**config.mk**
```make
export PLATFORM = sky130hd
export DESIGN_NAME = board_top
export DESIGN_NICKNAME = d
export VERILOG_FILES = /design/src/board_pkg.sv /design/src/power_if.sv /design/src/power_ctrl.sv /design/src/board_io.sv /design/src/rtc_divider.sv /design/src/lfsr_entropy.sv /design/src/board_top.sv
export SDC_FILE = /design/constraint.sdc
export NUM_CORES = 1
export LEC_CHECK = 0
export BUFFER_PORTS_ARGS = -buffer_cell sky130_fd_sc_hd__buf_4
export CAP_MARGIN = 15
export CORE_ASPECT_RATIO = 2
export CORE_MARGIN = 2
export CORE_UTILIZATION = 55
export CTS_BUF_LIST = sky130_fd_sc_hd__clkbuf_2 sky130_fd_sc_hd__clkbuf_4 sky130_fd_sc_hd__clkbuf_8
export CTS_CLUSTER_DIAMETER = 100
export DETAILED_ROUTE_END_ITERATION = 16
export PLACE_DENSITY = 0.73
export SLEW_MARGIN = 20
export SYNTH_ARGS = -nofsm -noshare
export SYNTH_HDL_FRONTEND = slang
export SYNTH_SLANG_ARGS = --single-unit
```
**constraint.sdc**
```tcl
create_clock -name clk -period 6.6 [get_ports clk]
set_clock_uncertainty 0.2 [all_clocks]
set_input_delay 0 -clock clk [delete_from_list [all_inputs] [get_ports clk]]
set_output_delay 0 -clock clk [all_outputs]
set_load 0.02 [all_outputs]
```
**src/board_pkg.sv**
```systemverilog
// Shared power state encoding and LFSR constants for the board support RTL and its testbench.
package board_pkg;

    // Power controller states.
    typedef enum logic [1:0] {
        PWR_RESET = 2'd0,
        PWR_RUN   = 2'd1,
        PWR_SHDN  = 2'd2
    } power_state_e;

    // Galois feedback mask for x^128 + x^126 + x^101 + x^99 + 1.
    // Right-shifting form, so tap n sits at bit n-1.
    localparam logic [127:0] lfsr_taps = {
        32'hA000_0014,
        32'h0000_0000,
        32'h0000_0000,
        32'h0000_0000
    };

    // Load value at reset, any nonzero pattern works.
    localparam logic [127:0] lfsr_seed = {
        32'h9E37_79B9,
        32'h7F4A_7C15,
        32'hF39C_C060,
        32'h5CED_C835
    };

endpackage

```
**src/power_if.sv**
```systemverilog
// Power control signals shared between the power controller and the board I/O block.
interface power_if;

    // Debounced center button press, one cycle.
    logic btn_reset;

    // Core reset level.
    logic core_rst;

    // Core clock enable.
    logic core_run;

    // Core is parked in shutdown.
    logic in_shdn;

    // Controller side.
    modport ctrl (
        input  btn_reset,
        output core_rst,
        output core_run,
        output in_shdn
    );

    // Board I/O side, shows the power state on the LEDs.
    modport io (
        output btn_reset,
        input  core_rst,
        input  in_shdn
    );

endinterface

```
**src/power_ctrl.sv**
```systemverilog
// Power sequencing FSM that turns core and button requests into core reset and clock enable.
module power_ctrl #(
    parameter logic [7:0] reset_hold = 8'd16
) (
    input  logic    clk,
    input  logic    rst_n,
    input  logic    pmu_shdn,
    input  logic    pmu_rst,
    power_if.ctrl   pwr
);
    import board_pkg::*;

    power_state_e state;
    power_state_e state_next;
    logic [7:0]   hold_cnt;
    logic         rst_req;

    // Reset requests win over shutdown.
    assign rst_req = pmu_rst || pwr.btn_reset;

    always_comb begin
        state_next = state;
        if (rst_req) begin
            state_next = PWR_RESET;
        end else begin
            case (state)
                PWR_RESET: begin
                    if (hold_cnt == reset_hold - 8'd1) begin
                        state_next = PWR_RUN;
                    end
                end
                PWR_RUN: begin
                    if (pmu_shdn) begin
                        state_next = PWR_SHDN;
                    end
                end
                PWR_SHDN: begin
                    // Only a reset gets the core out of here.
                    state_next = PWR_SHDN;
                end
                default: begin
                    state_next = PWR_RESET;
                end
            endcase
        end
    end

    always_ff @(posedge clk) begin
        if (!rst_n) begin
            state        <= PWR_RESET;
            hold_cnt     <= 8'd0;
            pwr.core_rst <= 1'b1;
            pwr.core_run <= 1'b0;
            pwr.in_shdn  <= 1'b0;
        end else begin
            state <= state_next;
            // Hold count restarts on every fresh entry into reset.
            if (rst_req || state != PWR_RESET) begin
                hold_cnt <= 8'd0;
            end else begin
                hold_cnt <= hold_cnt + 8'd1;
            end
            // Outputs follow the next state so they change with it.
            pwr.core_rst <= (state_next == PWR_RESET);
            pwr.core_run <= (state_next == PWR_RUN);
            pwr.in_shdn  <= (state_next == PWR_SHDN);
        end
    end

    // Core never runs while held in reset.
    assert property (@(posedge clk) disable iff (!rst_n)
        !(pwr.core_run && pwr.core_rst));

    // Outside reset the core is either running or shut down.
    assert property (@(posedge clk) disable iff (!rst_n)
        pwr.in_shdn == (!pwr.core_run && !pwr.core_rst));

endmodule

```
**src/board_io.sv**
```systemverilog
// Board pad logic with UART pad registers, button synchronizers and debouncers, and status LEDs.
module board_io #(
    parameter logic [15:0] debounce_cycles = 16'd50000
) (
    input  logic        clk,
    input  logic        rst_n,
    input  logic        core_txd,
    output logic        pmod_txd,
    input  logic        pmod_rxd,
    output logic        rxd,
    input  logic        btn_c,
    input  logic        btn_u,
    input  logic        btn_d,
    input  logic        btn_l,
    input  logic        btn_r,
    output logic [7:0]  led,
    power_if.io         pwr
);

    // Button index: 0 center, 1 up, 2 down, 3 left, 4 right.
    localparam int n_btn = 5;

    logic              rx_meta;
    logic [n_btn-1:0]  btn_raw;
    logic [n_btn-1:0]  btn_meta;
    logic [n_btn-1:0]  btn_sync;
    logic [n_btn-1:0]  btn_deb;
    logic [15:0]       deb_cnt [n_btn];
    logic              btn_c_prev;

    assign btn_raw = {btn_r, btn_l, btn_d, btn_u, btn_c};

    // UART pads, idle high.
    always_ff @(posedge clk) begin
        if (!rst_n) begin
            pmod_txd <= 1'b1;
            rx_meta  <= 1'b1;
            rxd      <= 1'b1;
        end else begin
            pmod_txd <= core_txd;
            rx_meta  <= pmod_rxd;
            rxd      <= rx_meta;
        end
    end

    // Two-flop synchronizers, then one debounce counter per button.
    always_ff @(posedge clk) begin
        if (!rst_n) begin
            btn_meta <= '0;
            btn_sync <= '0;
            btn_deb  <= '0;
            for (int i = 0; i < n_btn; i++) begin
                deb_cnt[i] <= 16'd0;
            end
        end else begin
            btn_meta <= btn_raw;
            btn_sync <= btn_meta;
            for (int i = 0; i < n_btn; i++) begin
                if (btn_sync[i] == btn_deb[i]) begin
                    // Any bounce back restarts the wait.
                    deb_cnt[i] <= 16'd0;
                end else if (deb_cnt[i] == debounce_cycles - 16'd1) begin
                    btn_deb[i] <= btn_sync[i];
                    deb_cnt[i] <= 16'd0;
                end else begin
                    deb_cnt[i] <= deb_cnt[i] + 16'd1;
                end
            end
        end
    end

    // Rising edge of the debounced center button.
    always_ff @(posedge clk) begin
        if (!rst_n) begin
            btn_c_prev <= 1'b0;
        end else begin
            btn_c_prev <= btn_deb[0];
        end
    end

    assign pwr.btn_reset = btn_deb[0] && !btn_c_prev;

    // Status LEDs.
    always_ff @(posedge clk) begin
        if (!rst_n) begin
            led <= 8'h00;
        end else begin
            led[0]   <= !pmod_txd;
            led[1]   <= !rxd;
            led[2]   <= pwr.core_rst;
            led[3]   <= pwr.in_shdn;
            led[7:4] <= {btn_deb[1], btn_deb[2], btn_deb[3], btn_deb[4]};
        end
    end

    // One press gives one reset request.
    assert property (@(posedge clk) disable iff (!rst_n)
        pwr.btn_reset |=> !pwr.btn_reset);

endmodule

```
**src/rtc_divider.sv**
```systemverilog
// Real time clock divider that emits a one-cycle tick at rtc_hz while the core runs.
module rtc_divider #(
    parameter logic [31:0] clk_hz = 32'd100_000_000,
    parameter logic [31:0] rtc_hz = 32'd1_000_000
) (
    input  logic    clk,
    input  logic    rst_n,
    input  logic    core_run,
    input  logic    core_rst,
    output logic    rtc_tick
);

    localparam logic [31:0] ratio = clk_hz / rtc_hz;

    // Counts from 1 to ratio and sits at 0 only after a core reset.
    logic [31:0] cnt;

    always_ff @(posedge clk) begin
        if (!rst_n || core_rst) begin
            cnt <= 32'd0;
        end else if (core_run) begin
            if (cnt == ratio) begin
                cnt <= 32'd1;
            end else begin
                cnt <= cnt + 32'd1;
            end
        end
    end

    // Paused counter never ticks.
    assign rtc_tick = core_run && (cnt == ratio);

    // Tick stays quiet during shutdown and reset.
    assert property (@(posedge clk) disable iff (!rst_n)
        rtc_tick |-> (core_run && !core_rst));

endmodule

```
**src/lfsr_entropy.sv**
```systemverilog
// Free running 128-bit Galois LFSR used as the board's source of random words.
module lfsr_entropy (
    input  logic        clk,
    input  logic        rst_n,
    output logic [31:0] random
);
    import board_pkg::*;

    logic [127:0] state;
    logic [127:0] feedback;

    // Shifted-out bit folds back through the tap mask.
    assign feedback = state[0] ? lfsr_taps : 128'd0;

    always_ff @(posedge clk) begin
        if (!rst_n) begin
            state <= lfsr_seed;
        end else begin
            state <= {1'b0, state[127:1]} ^ feedback;
        end
    end

    assign random = state[31:0];

    // All-zero state would lock up the generator.
    assert property (@(posedge clk) disable iff (!rst_n)
        state != 128'd0);

endmodule

```
**src/board_top.sv**
```systemverilog
// Board support top level that wires power control, pad I/O, RTC tick and randomness blocks.
module board_top #(
    parameter logic [31:0] clk_hz          = 32'd100_000_000,
    parameter logic [31:0] rtc_hz          = 32'd1_000_000,
    parameter logic [15:0] debounce_cycles = 16'd50000,
    parameter logic [7:0]  reset_hold      = 8'd16
) (
    input  logic        clk,
    input  logic        rst_n,
    input  logic        pmu_shdn,
    input  logic        pmu_rst,
    input  logic        core_txd,
    input  logic        pmod_rxd,
    input  logic        btn_c,
    input  logic        btn_u,
    input  logic        btn_d,
    input  logic        btn_l,
    input  logic        btn_r,
    output logic        pmod_txd,
    output logic        rxd,
    output logic        core_rst,
    output logic        core_run,
    output logic        rtc_tick,
    output logic [31:0] random,
    output logic [7:0]  led
);

    power_if pwr_bus ();

    power_ctrl #(
        .reset_hold (reset_hold)
    ) u_power_ctrl (
        .clk      (clk),
        .rst_n    (rst_n),
        .pmu_shdn (pmu_shdn),
        .pmu_rst  (pmu_rst),
        .pwr      (pwr_bus.ctrl)
    );

    board_io #(
        .debounce_cycles (debounce_cycles)
    ) u_board_io (
        .clk      (clk),
        .rst_n    (rst_n),
        .core_txd (core_txd),
        .pmod_txd (pmod_txd),
        .pmod_rxd (pmod_rxd),
        .rxd      (rxd),
        .btn_c    (btn_c),
        .btn_u    (btn_u),
        .btn_d    (btn_d),
        .btn_l    (btn_l),
        .btn_r    (btn_r),
        .led      (led),
        .pwr      (pwr_bus.io)
    );

    rtc_divider #(
        .clk_hz (clk_hz),
        .rtc_hz (rtc_hz)
    ) u_rtc_divider (
        .clk      (clk),
        .rst_n    (rst_n),
        .core_run (pwr_bus.core_run),
        .core_rst (pwr_bus.core_rst),
        .rtc_tick (rtc_tick)
    );

    lfsr_entropy u_lfsr_entropy (
        .clk    (clk),
        .rst_n  (rst_n),
        .random (random)
    );

    // Core side of the power controls.
    assign core_rst = pwr_bus.core_rst;
    assign core_run = pwr_bus.core_run;

endmodule

```
==> flow_summary.json <==
{
  "status": "completed",
  "die_h_um": 201.1,
  "antenna_found_initial": 0,
  "firstDrtPassIters": 4,
  "ys_warn_count": 0,
  "track_usage": 0.1785,
  "synth.distinct_cells": 37,
  "grt_pass1_vias": 6855,
  "netlist_instances": 1002,
  "yosys-top-cells-area": "dfxtp_1 37%, edfxtp_1 22%, nor2_1 5.7%, xnor2_1 4.7%, xor2_1 4.7%",
  "ys_top_cells_by_count": "200 x dfxtp_1, 162 x nor2_1, 80 x edfxtp_1",
  "gr-total-overflow": 0,
  "insertedDiodeCount": 0,
  "async_flop_share": 0,
  "cp_slowest_stage_delay_ns": 0.52,
  "synth_area_leader_cell": "dfxtp_1",
  "arrival_ns": 2.38,
  "fp.coreArea_um2": 19190,
  "fin_nets": 1151,
  "cts_tree": "built",
  "synth_seq_cells": 280,
  "cp_slowest_cell": "or4_1",
  "cpMostUsedCell": "or4_1",
  "syn_avg_cell_area_um2": 10.66,
  "antenna_left": 0,
  "clk_path_buf_depth": 3,
  "drive_above_1_share": 0.1137,
  "clockRootBuffer": "clkbuf_8",
  "finalCritPeriodShare": 0.3911,
  "start_util": 0.5569,
  "vias": 6833,
  "synth_ff_type": "dfxtp_1",
  "hold_viol_final": 0,
  "crit_chain": "or4_1 > or4_1 > nor3_2 > and2_2 > buf_4",
  "die-area_um2": 20630,
  "grt_max_degree": 80,
  "fin_setup_tns_ns": 0,
  "dp_hpwl_um": 11620,
  "max_freq_ghz": 0.3874,
  "io_buffers": 55,
  "grt_pass1_wl_um": 30090,
  "synth_edf_count": 80,
  "yosysSeqAreaShare": 0.5995,
  "use_met2": 0.3163,
  "crit_required_ns": 6.40,
  "period_minus_slack_ns": 2.582,
  "slew_viol_final": 0,
  "endpoint_kind": "output port",
  "postCtsSetupRepairBufs": 0,
  "routabilityCongestion": 0.8190,
  "tightest_slew_ns": 0.8559,
  "rsz0062_at_grt": "no",
  "drc": 0,
  "viasPerCell": 4.812,
  "met1_usage": 0.2028,
  "clock-sinks": 280,
  "holdWs_ns": 0.2051,
  "routed_wl_um": 17850,
  "drt_iter0_drc": 245,
  "cts.clk_slew.worst_paths_ns": 0.07,
  "p_per_area_nw_per_um2": 276.8,
  "setup_violations": 0,
  "wl_per_cell_um": 12.57,
  "start_kind": "flip-flop",
  "area_delta_synth_final_pct": 15.88,
  "static-leakage-power_nw": 4.682,
  "die_width_um": 102.6,
  "drv_cap": 0,
  "path_class": "flip-flop to output port",
  "cts.repair.resized": 0,
  "yosysMostFrequentCell": "dfxtp_1",
  "io_pins": 56,
  "insertion_delay_ns": 0.51,
  "h-tree-depth": 2,
  "synth_top_area_frac": 0.3747,
  "hold_path_class": "flip-flop to flip-flop",
  "numCtsBuffers": 38,
  "grt.busiest_layer": "met2",
  "synth.cell_area_um2": 10690,
  "worstPathMaxFanout": 4,
  "use_met3": 0.03126,
  "max_slew_margin": 0.4250,
  "peakVddDrop_mv": 0.2328,
  "rows": 72
}
-- cells by family (layout without fill, tap and decap cells) --
group / count (synthesis) / count (layout) / synth area share
AOI/OAI and AO/OA: 6 / 6 / 0.004566
xor gates and xnor gates: 114 / 114 / 0.09344
adders and majority gates: 8 / 8 / 0.009368
buffers and inverters: 82 / 162 / 0.04251
DFF: 280 / 280 / 0.5995
muxes: 6 / 6 / 0.005738
other: 1 / 80 / 0.0003510
and+or+nand+nor: 505 / 505 / 0.2445
-- per-stage QoR --
| step | util | power [mW] | worst slack (ns) | std cells | instance area, um2 |
|---|---|---|---|---|---|
| 2_1_floorplan | - | 2.004 | 4.412 | 1081 | 10980 |
| 3_3_place_gp | 0.5910 | 2.034 | 4.107 | 1332 | 11340 |
| 3_5_place_dp | 0.5910 | 2.036 | 4.064 | 1332 | 11340 |
| 4_1_cts | 0.6453 | 3.475 | 3.987 | 1420 | 12380 |
| 5_1_grt | 0.6453 | 3.566 | 3.862 | 1420 | 12380 |
| 6_report | 0.6453 | 3.427 | 4.018 | 1420 | 12380 |
-- report_power, final --
part           internal [mW]  switching (mW)
registers               1.83          0.0364
logic                 0.0652          0.0722
clock network          0.805           0.615
total                   2.70           0.723
-- sequential cells by signal, indices dropped and copies added (netlist names), 5 cells and up --
| register | count |
|---|---|
| u_board_io.led | 8 |
| u_board_io.btn_deb | 5 |
| u_rtc_divider.cnt | 32 |
| u_board_io.btn_sync | 5 |
| u_board_io.btn_meta | 5 |
| u_power_ctrl.hold_cnt | 8 |
| u_lfsr_entropy.state | 128 |
| u_board_io.deb_cnt | 80 |
-- worst paths after layout --
kind                                   from                        end  slack (ns)  cells past startpoint
setup / recovery       u_rtc_divider.cnt[4]                   rtc_tick        4.02                      5
hold / removal    u_lfsr_entropy.state[114]  u_lfsr_entropy.state[113]        0.21                      1
setup reg to reg       u_rtc_divider.cnt[4]      u_rtc_divider.cnt[21]        4.07                      5
hold reg to reg   u_lfsr_entropy.state[114]  u_lfsr_entropy.state[113]        0.21                      1
-- cell usage in the layout (no fill, tap or decap), types with 12 or more instances in the layout --
| cell type | netlist | routed |
|---|---|---|
| edfxtp_1 | 80 | 80 |
| and2_1 | 76 | 76 |
| nand2_1 | 49 | 49 |
| dlygate4sd3_1 | 0 | 19 |
| conb_1 | 1 | 80 |
| xor2_1 | 57 | 57 |
| nor3_1 | 21 | 21 |
| buf_4 | 35 | 56 |
| and3_1 | 12 | 12 |
| clkbuf_8 | 0 | 49 |
| xnor2_1 | 57 | 57 |
| inv_1 | 18 | 18 |
| nand3_1 | 39 | 39 |
| dfxtp_1 | 200 | 200 |
| nor2_1 | 162 | 162 |
| nor4_1 | 13 | 13 |
| nand2b_1 | 71 | 71 |
| nand4_1 | 32 | 32 |
-- metal layers --
| layer | vias to the layer above | routed length [um] |
|---|---|---|
| met1 | 3227 | 7325 |
| met2 | 100 | 9323 |
| met3 | 42 | 580 |
| met4 | 0 | 623 |
| li1 | 3464 | - |
| met5 | - | 0 |
-- timing repair --
item | CTS | global route
hold endpoints to repair | 82 | 0
setup endpoints to repair | 0 | 0
hold buffers | 19 | 0
-- critical path, delay by kind of cell, from the launching register on --
kind	cells	cell delay, ns
AND/OR/NAND/NOR	4	1.40
flip-flops	1	0.34
buffers and inverters	1	0.13
-- final cells by class --
| class | count | area [um2] |
|---|---|---|
| fillers | 1586 | 6807 |
| flip-flops and latches | 280 | 6406 |
| multi-input cells | 719 | 4121 |
| clock buffers | 59 | 749.5 |
| repair buffers | 75 | 610.6 |
| well taps | 259 | 324.1 |
| clock inverters | 10 | 102.6 |
| inverters | 18 | 67.56 |
Power figures use the tool's default switching activity.
